[config.mk]
export PLATFORM = sky130hd
export DESIGN_NAME = fm_top
export DESIGN_NICKNAME = d
export VERILOG_FILES = /design/src/fm_pkg.sv /design/src/fm_mmr.sv /design/src/fm_clk_div.sv /design/src/fm_timers.sv /design/src/fm_ch_regs.sv /design/src/fm_op_regs.sv /design/src/fm_slot_seq.sv /design/src/fm_top.sv
export SDC_FILE = /design/constraint.sdc
export NUM_CORES = 1
export LEC_CHECK = 0
export BUFFER_PORTS_ARGS = -buffer_cell sky130_fd_sc_hd__buf_2
export CORE_MARGIN = 4
export CORE_UTILIZATION = 60
export CTS_CLUSTER_SIZE = 28
export DETAILED_ROUTE_END_ITERATION = 7
export PLACE_DENSITY = 0.85
export SETUP_SLACK_MARGIN = 0.3
export SLEW_MARGIN = 20
export SYNTH_ARGS = -nofsm -noshare
export SYNTH_HDL_FRONTEND = slang
export SYNTH_SLANG_ARGS = --single-unit
[constraint.sdc]
create_clock -name clk -period 2.5 [get_ports clk]
set_input_delay 0 -clock clk [delete_from_list [all_inputs] [get_ports clk]]
set_output_delay 0 -clock clk [all_outputs]
set_load 0.02 [all_outputs]
[src/fm_pkg.sv]
package fm_pkg;

    // chip geometry
    localparam int num_ch      = 3;
    localparam int num_op      = 4;
    localparam int num_slots   = num_ch * num_op;
    localparam int busy_len    = 32;  // clk_en pulses
    localparam int timer_b_div = 16;  // rounds per timer B tick

    // global register numbers
    localparam logic [7:0] reg_clka1 = 8'h24;
    localparam logic [7:0] reg_clka2 = 8'h25;
    localparam logic [7:0] reg_clkb  = 8'h26;
    localparam logic [7:0] reg_timer = 8'h27;
    localparam logic [7:0] reg_kon   = 8'h28;
    localparam logic [7:0] reg_div6  = 8'h2D;
    localparam logic [7:0] reg_div3  = 8'h2E;
    localparam logic [7:0] reg_div2  = 8'h2F;

    // operator groups, high nibble of the address
    localparam logic [3:0] grp_dt1_mul = 4'h3;
    localparam logic [3:0] grp_tl      = 4'h4;
    localparam logic [3:0] grp_ks_ar   = 4'h5;
    localparam logic [3:0] grp_am_d1r  = 4'h6;
    localparam logic [3:0] grp_d2r     = 4'h7;
    localparam logic [3:0] grp_sl_rr   = 4'h8;

    // channel groups
    localparam logic [3:0] grp_fnum_lo = 4'hA;
    localparam logic [4:0] grp_fnum_hi = 5'b1010_1;  // group A plus address bit 2
    localparam logic [3:0] grp_fb_alg  = 4'hB;

    typedef logic [1:0] ch_t;
    typedef logic [1:0] op_t;

    typedef struct packed {
        logic [3:0] group;
        op_t        op;
        ch_t        ch;
    } slot_addr_t;

    // one address byte, read as a register number or as slot fields
    typedef union packed {
        logic [7:0] code;
        slot_addr_t slot;
    } reg_addr_t;

    typedef enum logic [1:0] {
        div_6,
        div_3,
        div_2
    } div_sel_t;

endpackage

[src/fm_mmr.sv]
`timescale 1ns/1ps

module fm_mmr (
    input  logic             clk,
    input  logic             rst,
    input  logic             clk_en,
    input  logic [7:0]       din,
    input  logic             write,
    input  logic             a0,
    output logic [7:0]       data,
    output fm_pkg::ch_t      ch,
    output fm_pkg::op_t      op,
    output logic             up_fnum_lo,
    output logic             up_fnum_hi,
    output logic             up_fb_alg,
    output logic [5:0]       up_op,
    output logic             up_kon,
    output logic             load_a,
    output logic             load_b,
    output logic             irq_en_a,
    output logic             irq_en_b,
    output logic             clr_a,
    output logic             clr_b,
    output logic [9:0]       value_a,
    output logic [7:0]       value_b,
    output fm_pkg::div_sel_t div_sel,
    output logic             busy
);
    import fm_pkg::*;

    reg_addr_t addr;  // selected register
    logic [$clog2(busy_len)-1:0] busy_cnt;

    logic data_wr;
    logic slot_ok;  // channel 3 does not exist

    assign data_wr = write && a0;
    assign slot_ok = addr.slot.ch != 2'd3;

    // payload, follows every data write
    always_ff @(posedge clk) begin
        if (data_wr) begin
            data <= din;
            ch   <= addr.slot.ch;
            op   <= addr.slot.op;
        end
    end

    always_ff @(posedge clk) begin
        if (rst) begin
            addr       <= '0;
            up_fnum_lo <= 1'b0;
            up_fnum_hi <= 1'b0;
            up_fb_alg  <= 1'b0;
            up_op      <= '0;
            up_kon     <= 1'b0;
            load_a     <= 1'b0;
            load_b     <= 1'b0;
            irq_en_a   <= 1'b0;
            irq_en_b   <= 1'b0;
            clr_a      <= 1'b0;
            clr_b      <= 1'b0;
            value_a    <= '0;
            value_b    <= '0;
            div_sel    <= div_6;
        end else begin
            // strobes and clears last one clock
            up_fnum_lo <= 1'b0;
            up_fnum_hi <= 1'b0;
            up_fb_alg  <= 1'b0;
            up_op      <= '0;
            up_kon     <= 1'b0;
            clr_a      <= 1'b0;
            clr_b      <= 1'b0;
            if (write && !a0) begin
                addr.code <= din;
            end else if (data_wr) begin
                case (addr.code)
                    reg_clka1: value_a[9:2] <= din;
                    reg_clka2: value_a[1:0] <= din[1:0];
                    reg_clkb:  value_b      <= din;
                    reg_timer: begin
                        {clr_b, clr_a}       <= din[5:4];
                        {irq_en_b, irq_en_a} <= din[3:2];
                        {load_b, load_a}     <= din[1:0];
                    end
                    reg_kon:  up_kon  <= 1'b1;
                    reg_div6: div_sel <= div_6;
                    reg_div3: div_sel <= div_3;
                    reg_div2: div_sel <= div_2;
                    default: ;
                endcase
                if (slot_ok) begin
                    case (addr.slot.group)
                        grp_dt1_mul: up_op <= 6'b000001;
                        grp_tl:      up_op <= 6'b000010;
                        grp_ks_ar:   up_op <= 6'b000100;
                        grp_am_d1r:  up_op <= 6'b001000;
                        grp_d2r:     up_op <= 6'b010000;
                        grp_sl_rr:   up_op <= 6'b100000;
                        default: ;
                    endcase
                    // A0-A2 low fnum, A4-A6 high fnum, B0-B2 fb and alg
                    up_fnum_lo <= addr.slot.group == grp_fnum_lo && addr.slot.op == 2'd0;
                    up_fnum_hi <= {addr.slot.group, addr.slot.op[0]} == grp_fnum_hi
                                  && !addr.slot.op[1];
                    up_fb_alg  <= addr.slot.group == grp_fb_alg && addr.slot.op == 2'd0;
                end
            end
        end
    end

    // busy restarts on every data write
    always_ff @(posedge clk) begin
        if (rst) begin
            busy     <= 1'b0;
            busy_cnt <= '0;
        end else if (data_wr) begin
            busy     <= 1'b1;
            busy_cnt <= '0;
        end else if (clk_en && busy) begin
            busy_cnt <= busy_cnt + 1'b1;
            if (busy_cnt == $bits(busy_cnt)'(busy_len - 1))
                busy <= 1'b0;  // 32nd pulse
        end
    end

endmodule

[src/fm_clk_div.sv]
`timescale 1ns/1ps

module fm_clk_div (
    input  logic             clk,
    input  logic             rst,
    input  logic             cen,
    input  fm_pkg::div_sel_t div_sel,
    output logic             clk_en
);
    import fm_pkg::*;

    div_sel_t   last_sel;
    logic [2:0] cnt;
    logic [2:0] div_n;

    always_comb begin
        case (div_sel)
            div_3:   div_n = 3'd3;
            div_2:   div_n = 3'd2;
            default: div_n = 3'd6;
        endcase
    end

    always_ff @(posedge clk) begin
        if (rst) begin
            cnt      <= '0;
            clk_en   <= 1'b0;
            last_sel <= div_6;
        end else begin
            clk_en   <= 1'b0;
            last_sel <= div_sel;
            if (div_sel != last_sel) begin
                cnt <= '0;  // new ratio, start over
            end else if (cen) begin
                if (cnt == div_n - 3'd1) begin
                    cnt    <= '0;
                    clk_en <= 1'b1;
                end else begin
                    cnt <= cnt + 3'd1;
                end
            end
        end
    end

endmodule

[src/fm_timers.sv]
`timescale 1ns/1ps

module fm_timers (
    input  logic       clk,
    input  logic       rst,
    input  logic       round_tick,
    input  logic       load_a,
    input  logic       load_b,
    input  logic       irq_en_a,
    input  logic       irq_en_b,
    input  logic       clr_a,
    input  logic       clr_b,
    input  logic [9:0] value_a,
    input  logic [7:0] value_b,
    output logic       flag_a,
    output logic       flag_b,
    output logic       irq_n
);
    import fm_pkg::*;

    logic [9:0] cnt_a;
    logic [7:0] cnt_b;
    logic [$clog2(timer_b_div)-1:0] pre_b;
    logic ovf_a;
    logic ovf_b;
    logic tick_b;

    assign tick_b = round_tick && pre_b == $bits(pre_b)'(timer_b_div - 1);
    assign irq_n  = !(flag_a || flag_b);

    always_ff @(posedge clk) begin
        if (rst) begin
            cnt_a  <= '0;
            cnt_b  <= '0;
            pre_b  <= '0;
            ovf_a  <= 1'b0;
            ovf_b  <= 1'b0;
            flag_a <= 1'b0;
            flag_b <= 1'b0;
        end else begin
            ovf_a <= 1'b0;
            ovf_b <= 1'b0;
            // a stopped timer sits at its start value
            if (!load_a) begin
                cnt_a <= value_a;
            end else if (round_tick) begin
                ovf_a <= &cnt_a;
                cnt_a <= &cnt_a ? value_a : cnt_a + 10'd1;
            end
            if (!load_b) begin
                cnt_b <= value_b;
                pre_b <= '0;
            end else if (round_tick) begin
                pre_b <= pre_b + 1'b1;
                if (tick_b) begin
                    ovf_b <= &cnt_b;
                    cnt_b <= &cnt_b ? value_b : cnt_b + 8'd1;
                end
            end
            // sticky until cleared
            if (clr_a)
                flag_a <= 1'b0;
            else if (ovf_a && irq_en_a)
                flag_a <= 1'b1;
            if (clr_b)
                flag_b <= 1'b0;
            else if (ovf_b && irq_en_b)
                flag_b <= 1'b1;
        end
    end

endmodule

[src/fm_ch_regs.sv]
`timescale 1ns/1ps

module fm_ch_regs (
    input  logic        clk,
    input  logic        rst,
    input  logic [7:0]  data,
    input  fm_pkg::ch_t ch,
    input  fm_pkg::ch_t cur_ch,
    input  logic        up_fnum_lo,
    input  logic        up_fnum_hi,
    input  logic        up_fb_alg,
    output logic [10:0] fnum,
    output logic [2:0]  block,
    output logic [2:0]  fb,
    output logic [2:0]  alg
);
    import fm_pkg::*;

    logic [10:0] fnum_mem [num_ch];
    logic [2:0]  block_mem [num_ch];
    logic [2:0]  fb_mem [num_ch];
    logic [2:0]  alg_mem [num_ch];
    logic [5:0]  fnum_latch;  // block and fnum[10:8], one for all channels

    always_ff @(posedge clk) begin
        if (rst) begin
            fnum_latch <= '0;
            for (int i = 0; i < num_ch; i++) begin
                fnum_mem[i]  <= '0;
                block_mem[i] <= '0;
                fb_mem[i]    <= '0;
                alg_mem[i]   <= '0;
            end
        end else begin
            if (up_fnum_hi)
                fnum_latch <= data[5:0];
            if (up_fnum_lo)
                {block_mem[ch], fnum_mem[ch]} <= {fnum_latch, data};
            if (up_fb_alg) begin
                fb_mem[ch]  <= data[5:3];
                alg_mem[ch] <= data[2:0];
            end
        end
    end

    assign fnum  = fnum_mem[cur_ch];
    assign block = block_mem[cur_ch];
    assign fb    = fb_mem[cur_ch];
    assign alg   = alg_mem[cur_ch];

endmodule

[src/fm_op_regs.sv]
`timescale 1ns/1ps

module fm_op_regs (
    input  logic        clk,
    input  logic        rst,
    input  logic [7:0]  data,
    input  fm_pkg::ch_t ch,
    input  fm_pkg::op_t op,
    input  fm_pkg::ch_t cur_ch,
    input  fm_pkg::op_t cur_op,
    input  logic [5:0]  up_op,
    output logic [2:0]  dt1,
    output logic [3:0]  mul,
    output logic [6:0]  tl,
    output logic [1:0]  ks,
    output logic [4:0]  ar,
    output logic        am_en,
    output logic [4:0]  d1r,
    output logic [4:0]  d2r,
    output logic [3:0]  sl,
    output logic [3:0]  rr
);
    import fm_pkg::*;

    // one entry per channel and operator
    logic [6:0] dt1_mul_mem [num_ch][num_op];
    logic [6:0] tl_mem [num_ch][num_op];
    logic [6:0] ks_ar_mem [num_ch][num_op];
    logic [5:0] am_d1r_mem [num_ch][num_op];
    logic [4:0] d2r_mem [num_ch][num_op];
    logic [7:0] sl_rr_mem [num_ch][num_op];

    always_ff @(posedge clk) begin
        if (rst) begin
            for (int c = 0; c < num_ch; c++) begin
                for (int o = 0; o < num_op; o++) begin
                    dt1_mul_mem[c][o] <= '0;
                    tl_mem[c][o]      <= '0;
                    ks_ar_mem[c][o]   <= '0;
                    am_d1r_mem[c][o]  <= '0;
                    d2r_mem[c][o]     <= '0;
                    sl_rr_mem[c][o]   <= '0;
                end
            end
        end else begin
            if (up_op[0]) dt1_mul_mem[ch][op] <= data[6:0];
            if (up_op[1]) tl_mem[ch][op]      <= data[6:0];
            if (up_op[2]) ks_ar_mem[ch][op]   <= {data[7:6], data[4:0]};
            if (up_op[3]) am_d1r_mem[ch][op]  <= {data[7], data[4:0]};
            if (up_op[4]) d2r_mem[ch][op]     <= data[4:0];
            if (up_op[5]) sl_rr_mem[ch][op]   <= data;
        end
    end

    // read out at the current slot
    assign {dt1, mul}  = dt1_mul_mem[cur_ch][cur_op];
    assign tl          = tl_mem[cur_ch][cur_op];
    assign {ks, ar}    = ks_ar_mem[cur_ch][cur_op];
    assign {am_en, d1r} = am_d1r_mem[cur_ch][cur_op];
    assign d2r         = d2r_mem[cur_ch][cur_op];
    assign {sl, rr}    = sl_rr_mem[cur_ch][cur_op];

endmodule

[src/fm_slot_seq.sv]
`timescale 1ns/1ps

module fm_slot_seq (
    input  logic        clk,
    input  logic        rst,
    input  logic        clk_en,
    input  logic        up_kon,
    input  logic [7:0]  data,
    output fm_pkg::ch_t cur_ch,
    output fm_pkg::op_t cur_op,
    output logic        keyon,
    output logic        round_tick
);
    import fm_pkg::*;

    logic [num_op-1:0] kon [num_ch];  // bit 0 is op 0
    ch_t kon_ch;
    logic last_slot;

    assign kon_ch    = ch_t'(data[1:0]);
    assign last_slot = cur_ch == ch_t'(num_ch - 1) && cur_op == op_t'(num_op - 1);
    assign keyon     = kon[cur_ch][cur_op];

    // channels step fastest, then operators
    always_ff @(posedge clk) begin
        if (rst) begin
            cur_ch     <= '0;
            cur_op     <= '0;
            round_tick <= 1'b0;
        end else begin
            round_tick <= clk_en && last_slot;
            if (clk_en) begin
                if (cur_ch == ch_t'(num_ch - 1)) begin
                    cur_ch <= '0;
                    cur_op <= cur_op + 2'd1;  // wraps after op 3
                end else begin
                    cur_ch <= cur_ch + 2'd1;
                end
            end
        end
    end

    always_ff @(posedge clk) begin
        if (rst) begin
            for (int i = 0; i < num_ch; i++)
                kon[i] <= '0;
        end else if (up_kon && kon_ch != 2'd3) begin
            kon[kon_ch] <= data[7:4];
        end
    end

endmodule

[src/fm_top.sv]
`timescale 1ns/1ps

module fm_top (
    input  logic        clk,
    input  logic        rst,
    input  logic        cen,
    input  logic [7:0]  din,
    input  logic        write,
    input  logic        a0,
    output logic        clk_en,
    output logic [7:0]  status,
    output logic        irq_n,
    output fm_pkg::ch_t cur_ch,
    output fm_pkg::op_t cur_op,
    output logic        keyon,
    output logic [10:0] fnum,
    output logic [2:0]  block,
    output logic [2:0]  fb,
    output logic [2:0]  alg,
    output logic [2:0]  dt1,
    output logic [3:0]  mul,
    output logic [6:0]  tl,
    output logic [1:0]  ks,
    output logic [4:0]  ar,
    output logic        am_en,
    output logic [4:0]  d1r,
    output logic [4:0]  d2r,
    output logic [3:0]  sl,
    output logic [3:0]  rr
);
    import fm_pkg::*;

    logic [7:0] data;
    ch_t        ch;
    op_t        op;
    logic       up_fnum_lo, up_fnum_hi, up_fb_alg, up_kon;
    logic [5:0] up_op;
    logic       load_a, load_b, irq_en_a, irq_en_b, clr_a, clr_b;
    logic [9:0] value_a;
    logic [7:0] value_b;
    div_sel_t   div_sel;
    logic       busy, flag_a, flag_b, round_tick;

    assign status = {busy, 5'd0, flag_b, flag_a};

    fm_mmr mmr_i (
        .clk(clk), .rst(rst), .clk_en(clk_en),
        .din(din), .write(write), .a0(a0),
        .data(data), .ch(ch), .op(op),
        .up_fnum_lo(up_fnum_lo), .up_fnum_hi(up_fnum_hi), .up_fb_alg(up_fb_alg),
        .up_op(up_op), .up_kon(up_kon),
        .load_a(load_a), .load_b(load_b), .irq_en_a(irq_en_a), .irq_en_b(irq_en_b),
        .clr_a(clr_a), .clr_b(clr_b), .value_a(value_a), .value_b(value_b),
        .div_sel(div_sel), .busy(busy)
    );

    fm_clk_div clk_div_i (
        .clk(clk), .rst(rst), .cen(cen), .div_sel(div_sel), .clk_en(clk_en)
    );

    fm_timers timers_i (
        .clk(clk), .rst(rst), .round_tick(round_tick),
        .load_a(load_a), .load_b(load_b), .irq_en_a(irq_en_a), .irq_en_b(irq_en_b),
        .clr_a(clr_a), .clr_b(clr_b), .value_a(value_a), .value_b(value_b),
        .flag_a(flag_a), .flag_b(flag_b), .irq_n(irq_n)
    );

    fm_ch_regs ch_regs_i (
        .clk(clk), .rst(rst), .data(data), .ch(ch), .cur_ch(cur_ch),
        .up_fnum_lo(up_fnum_lo), .up_fnum_hi(up_fnum_hi), .up_fb_alg(up_fb_alg),
        .fnum(fnum), .block(block), .fb(fb), .alg(alg)
    );

    fm_op_regs op_regs_i (
        .clk(clk), .rst(rst), .data(data), .ch(ch), .op(op),
        .cur_ch(cur_ch), .cur_op(cur_op), .up_op(up_op),
        .dt1(dt1), .mul(mul), .tl(tl), .ks(ks), .ar(ar), .am_en(am_en),
        .d1r(d1r), .d2r(d2r), .sl(sl), .rr(rr)
    );

    fm_slot_seq slot_seq_i (
        .clk(clk), .rst(rst), .clk_en(clk_en), .up_kon(up_kon), .data(data),
        .cur_ch(cur_ch), .cur_op(cur_op), .keyon(keyon), .round_tick(round_tick)
    );

endmodule

==> flow_metrics.tcl, run 1 <==
set metrics [dict create \
    status "finished with violations" \
    failed_checks "setup timing" \
    drtIter0Drc 3229 \
    rsz0062_at_grt "yes" \
    drc 0 \
    grt_pass1_vias 22498 \
    leakage_nw 15.1 \
    critPathLaunchType "flop" \
    hold_violations 0 \
    wl_mm 94.4 \
    cts.sinks 829 \
    synthTopCellsByCount "692 x edfxtp_1, 404 x and2_1, 211 x mux4_2, 143 x nand2_1, 137 x dfxtp_1" \
    vias_per_cell 6.64 \
    die_y_um 252 \
    grt_util_all_layers 0.291 \
    htreeDepth 3 \
    hold-worst-slack_ns 0.0793 \
    crit_top_cell "mux4_2" \
    worstSkewPairLatency_ns 0.63 \
    synth_top_area_share 0.582 \
    drive_above_1_share 0.245 \
    p_per_area_mw_per_mm2 702 \
    clkPwrFrac 0.436 \
    drv_slew 0 \
    critPathRequiredTime_ns 2.50 \
    crit_slowest_cell "mux4_2" \
    power_mw 29.1 \
    ys_seq_area_frac 0.659 \
    yosys.cell_types.count 61 \
    initial_core_util 0.605 \
    ctsLongestPathBuffers 3 \
    cts_inserted_buffers 82 \
    synth_top_cell_by_area "edfxtp_1" \
    slowest_delay_ns 0.57 \
    power_frac_seq 0.528 \
    arrival_ns 2.74 \
    place.gp.congestion 0.883 \
    p_comb_frac 0.036 \
    dr.pass1.iters 6 \
    port_buffers 82 \
    synth_ff_type "edfxtp_1" \
    area_growth_syn_to_layout_pct 15.9 \
    finalCriticalPeriod_ns 2.74 \
    worstPathMaxFanout 14 \
    place_hpwl_mm 55.1 \
    worst_setup_hold_path_clk_slew_ns 0.06 \
    grt_overflow 0 \
    clock.fmax_mhz 365 \
    synthTopCellsByArea "edfxtp_1 58%, mux4_2 13%, dfxtp_1 7.7%, and2_1 7.1%, mux2i_1 1.5%" \
    min_period_over_period 1.10 \
    antenna_found_initial 1 \
    tightest_slew_ns 0.898 \
    hold_class "in2reg" \
    drv_cap 0 \
    synth-seq-cells 829 \
    n_fill_cell 3414 \
    setup_viol 41 \
    fp.dieArea_mm2 0.0635 \
    netlist_area_mm2 0.0357 \
    die_w_um 252 \
    relSlewSlack 0.401 \
    yosys_warnings 0 \
    root_buffer "clkbuf_16" \
    p_int_mw 23.0 \
    path_cells "buf_12, buf_16, mux4_2, mux4_2, buf_6" \
    nets 2518 \
    grt_max_degree 69 \
    rows 89 \
    wl_per_cell_um 28.3 \
    synthArstFlopShare 0 \
    crit_type "reg2out" \
    ant_nets 0 \
    worst_setup_path_end_kind "output pin" \
    p_switching_mw 6.09 \
    ios 88 \
    fin_skew_ns 0.0312 \
    tritoncts "done" \
    yosys.cell_count.top_type "edfxtp_1" \
    core-area_mm2 0.0590 \
    postSynthCellCount 2343 \
    final_util 0.702 \
    vias 22180 \
    grt_first_pass_wirelength_mm 139 \
    ir_worst_vdd_uv 613 \
    avgSynthCellArea_um2 15.2 \
    synth_edf_count 692 \
    sw_frac_of_total 0.209 \
    setup_ws_ns -0.238 \
    dp_worst_setup_slack_ns 0.0612 \
]
==> repair_timing <==
item                                    4_1_cts  5_1_grt
resized for setup                            92       50
hold buffers                                 11        0
gates cloned                                  8        7
hold endpoints to repair                     59        0
buffers inserted                             12        5
endpoints found under the setup margin      207      303
==> metrics by stage <==
step	instance area [um^2]	TNS (ns)	std cells
6_report	41400	-6.28	3338
5_1_grt	41400	-7.61	3337
4_1_cts	41000	-6.03	3325
3_5_place_dp	37500	0	3143
3_3_place_gp	37500	0	3143
2_1_floorplan	35700	0	2351
==> per-layer routing <==
| layer | part of all wire | GRT usage | vias up |
|---|---|---|---|
| met5 | 0 | 0 | - |
| met4 | 0.037 | 0.110 | 0 |
| met3 | 0.12 | 0.0682 | 259 |
| met2 | 0.50 | 0.484 | 1718 |
| met1 | 0.34 | 0.379 | 11142 |
| li1 | - | - | 9061 |
==> power by group through the flow <==
stage | clock [mW] | combinational, mW | sequential (mW)
global placement | 0 | 0.907 | 15.6
finish | 12.7 | 1.05 | 15.3
global route | 13.3 | 1.08 | 15.4
CTS | 12.7 | 0.996 | 15.3
floorplan | 0 | 0.588 | 15.5
detailed placement | 0 | 0.941 | 15.6
==> cells by family (layout without fill, tap and decap cells) <==
group,after synthesis,in the layout,synth area share
flops,829,829,0.659
mux,266,266,0.149
other cells,1,10,0.000105
compound gates,135,135,0.0238
simple gates,903,903,0.141
buf+inv,187,400,0.0221
fa+ha+maj,8,8,0.00280
xor+xnor,14,14,0.00343
==> worst paths after layout <==
kind | from | to | slack (ns) | cells past startpoint
setup / recovery | flop | sl[0] | -0.24 | 5
hold / removal | write | mmr_i.busy_cnt[2] | 0.08 | 4
setup reg to reg | mmr_i.ch[1] | op_regs_i.am_d1r_mem[1][17] | 0.34 | 4
hold reg to reg | mmr_i.clr_a | timers_i.flag_a | 0.39 | 1
==> critical path, delay by kind of cell, from the launching register on <==
| family | cells | cell delay [ns] |
|---|---|---|
| flops | 1 | 0.40 |
| buf+inv | 3 | 0.54 |
| mux | 2 | 1.13 |
==> registers in the layout, summed over array words and instances, names as in the netlist, 12 cells and up, named ones only <==
| signal | cells |
|---|---|
| op_regs_i.d2r_mem | 80 |
| ch_regs_i.fnum_mem | 33 |
| ch_regs_i.alg_mem | 12 |
| op_regs_i.am_d1r_mem | 96 |
| op_regs_i.sl_rr_mem | 128 |
| op_regs_i.ks_ar_mem | 112 |
| op_regs_i.tl_mem | 112 |
| slot_seq_i.kon | 16 |
| op_regs_i.dt1_mul_mem | 112 |
| ch_regs_i.fb_mem | 12 |
==> cell usage in the layout (no fill, tap or decap), types with 6 or more instances in the layout <==
cell	netlist	final
clkinv_1	0	8
buf_4	18	97
buf_6	1	43
bufinv_16	0	9
nor3_2	0	6
nand2_1	143	142
clkbuf_8	0	9
clkbuf_16	0	91
dfxtp_1	137	131
or2_1	55	44
nand3_1	19	19
nor2b_1	16	13
inv_1	10	10
nor4_1	7	7
nand2b_1	20	18
nor2_1	115	108
nor3_1	48	42
a21oi_1	57	57
edfxtp_1	692	692
and3_1	37	37
ha_1	8	8
buf_12	0	20
a31o_2	18	18
mux2i_1	54	54
mux4_2	211	211
o22ai_1	17	17
clkinv_2	0	13
xor2_1	9	9
conb_1	1	9
a31oi_1	9	9
dlygate4sd3_1	0	11
o21ai_0	9	9
buf_2	9	41
clkbuf_1	132	19
and2_1	404	404
buf_16	0	15
or2_4	0	10
==> cell type report <==
cell class,instances,area [um^2],share of cell area
Inverter,11,41.3,0.000997
Timing Repair Buffer,238,2570,0.0620
Multi-Input combinational cell,1335,11500,0.279
Antenna cell,1,2.50,0.0000604
Tap cell,773,967,0.0234
Sequential cell,829,23500,0.569
Clock inverter,38,429,0.0104
Clock buffer,113,2320,0.0561
Note: power is estimated with default switching activity, not from simulation.
==> inputs of run 2 (changes only) <==
Settings changed: CORE_MARGIN 4 to not set, REMOVE_ABC_BUFFERS set to 1.
==> flow_metrics.tcl, run 2 (synthesized netlist as in run 1, its figures left out) <==
set metrics [dict create \
    root_buffer "clkbuf_16" \
    critPathRequiredTime_ns 2.50 \
    place_hpwl_mm 55.9 \
    grt_first_pass_wirelength_mm 135 \
    final_util 0.696 \
    drc 0 \
    fin_skew_ns 0.0344 \
    worst_setup_path_end_kind "output pin" \
    wl_mm 93.6 \
    arrival_ns 2.73 \
    hold_class "in2reg" \
    setup_viol 41 \
    tightest_slew_ns 0.778 \
    register_area_mm2 0.0235 \
    largest_reg_flops 128 \
    layout_common_cells "692 x edfxtp_1, 404 x and2_1, 211 x mux4_2" \
    antenna_found_initial 2 \
    crit_slowest_cell "mux4_2" \
    grt_util_all_layers 0.304 \
    nets 2508 \
    worstPathMaxFanout 5 \
    regToRegSetupSlack_ns 0.29 \
    core-area_mm2 0.0589 \
    grt_max_degree 88 \
    port_buffers 82 \
    worst_setup_hold_path_clk_slew_ns 0.06 \
    vias 22114 \
    worstSkewPairLatency_ns 0.64 \
    failed_checks "setup timing" \
    hold_violations 0 \
    ant_nets 0 \
    die_y_um 246 \
    crit_type "reg2out" \
    setup_ws_ns -0.234 \
    hold-worst-slack_ns 0.0765 \
    grt_overflow 0 \
    cp_top_family "multiplexers" \
    layout_commonest_cell "edfxtp_1" \
    num_antenna_cells 0 \
    tritoncts "done" \
    leakage_nw 14.9 \
    clock.fmax_mhz 366 \
    cts.sinks 829 \
    drtIter0Drc 2944 \
    wl_per_cell_um 28.1 \
    critPathLaunchType "flop" \
    drive_above_1_share 0.238 \
    drv_cap 0 \
    ios 88 \
    dr.pass1.iters 5 \
    p_per_area_mw_per_mm2 701 \
    rows 89 \
    cts_inserted_buffers 80 \
    vias_per_cell 6.65 \
    ctsLongestPathBuffers 3 \
    die_w_um 246 \
    slowest_delay_ns 0.58 \
    drv_slew 0 \
    fp.dieArea_mm2 0.0605 \
    n_fill_cell 3351 \
    path_buf_inv 4 \
    htreeDepth 3 \
    status "finished with violations" \
    largest_register "op_regs_i.sl_rr_mem" \
    multi_input_area_mm2 0.0115 \
    area_growth_syn_to_layout_pct 14.9 \
    relSlewSlack 0.481 \
    ir_worst_vdd_uv 495 \
    rsz0062_at_grt "yes" \
    path_cells "buf_4, clkbuf_16, buf_4, mux4_2, mux4_2, buf_6" \
    grt_pass1_vias 21965 \
    finalCriticalPeriod_ns 2.73 \
    min_period_over_period 1.09 \
    place.gp.congestion 0.877 \
    initial_core_util 0.606 \
]
## run 2: cell types whose count changed in the layout (fill, tap and decap cells not counted), moves of 5 or more
cell      change
buf_16        -5
buf_2         +5
clkbuf_1      -7
clkbuf_8      -7
clkinv_1     +10
or2_1         +7
or2_4         -7
## run 2: worst paths after layout
path	end	from	cells after the start
worst max-delay path	ar[3]	flop	6
worst min-delay path	mmr_i.busy_cnt[3]	a0	4
worst max register to register	op_regs_i.ks_ar_mem[3][17]	mmr_i.ch[1]	3
worst min register to register	timers_i.flag_b	mmr_i.clr_b	1
## run 2: layer usage
| metal | global-route usage | routed length, um |
|---|---|---|
| met1 | 0.398 | 32600 |
| met2 | 0.497 | 46300 |
| met3 | 0.0563 | 10300 |
| met4 | 0.134 | 4320 |
| met5 | 0 | 24 |
## run 2: area by class of cell
type / instances / share of cell area
clock buffers: 95 / 0.0512
repair buffers: 230 / 0.0563
flip-flops and latches: 829 / 0.574
multi-input cells: 1335 / 0.281
well taps: 773 / 0.0236
inverters: 11 / 0.00101
clock inverters: 52 / 0.0135
## run 2: per-stage QoR
stage | instance area (um^2) | power [mW] | cells | setup slack, ns | setup TNS, ns
floorplan | 35000 | 16.0 | 2175 | -5.69 | -293.34
global placement | 37500 | 16.5 | 3144 | 0.348 | 0
detailed placement | 37500 | 16.6 | 3144 | 0.253 | 0
CTS | 40600 | 28.6 | 3313 | -0.197 | -5.99
global route | 41000 | 29.3 | 3325 | -0.266 | -7.24
finish | 41000 | 28.7 | 3325 | -0.234 | -5.73
## run 2: worst reg2reg max path, cell delays in order, from the launching register on
cell      delay [ns]
edfxtp_1        0.51
and2_1          0.48
nand2_1         0.26
nor2_1          0.59
## run 2: repair_timing
item | in CTS | in global routing
resized for setup | 31 | 84
setup buffers | 8 | 6
setup endpoints to repair | 94 | 247
pin swaps | 0 | 0
endpoints found under the hold margin | 48 | 0
gates cloned | 4 | 6
hold buffers | 10 | 0
## run 2: power by group
part,internal (mW),switching (mW),leakage (nW)
Clock,7.08,5.27,1.28
Sequential,15.2,0.171,8.45
Combinational,0.338,0.694,5.16
Total,22.6,6.14,14.9
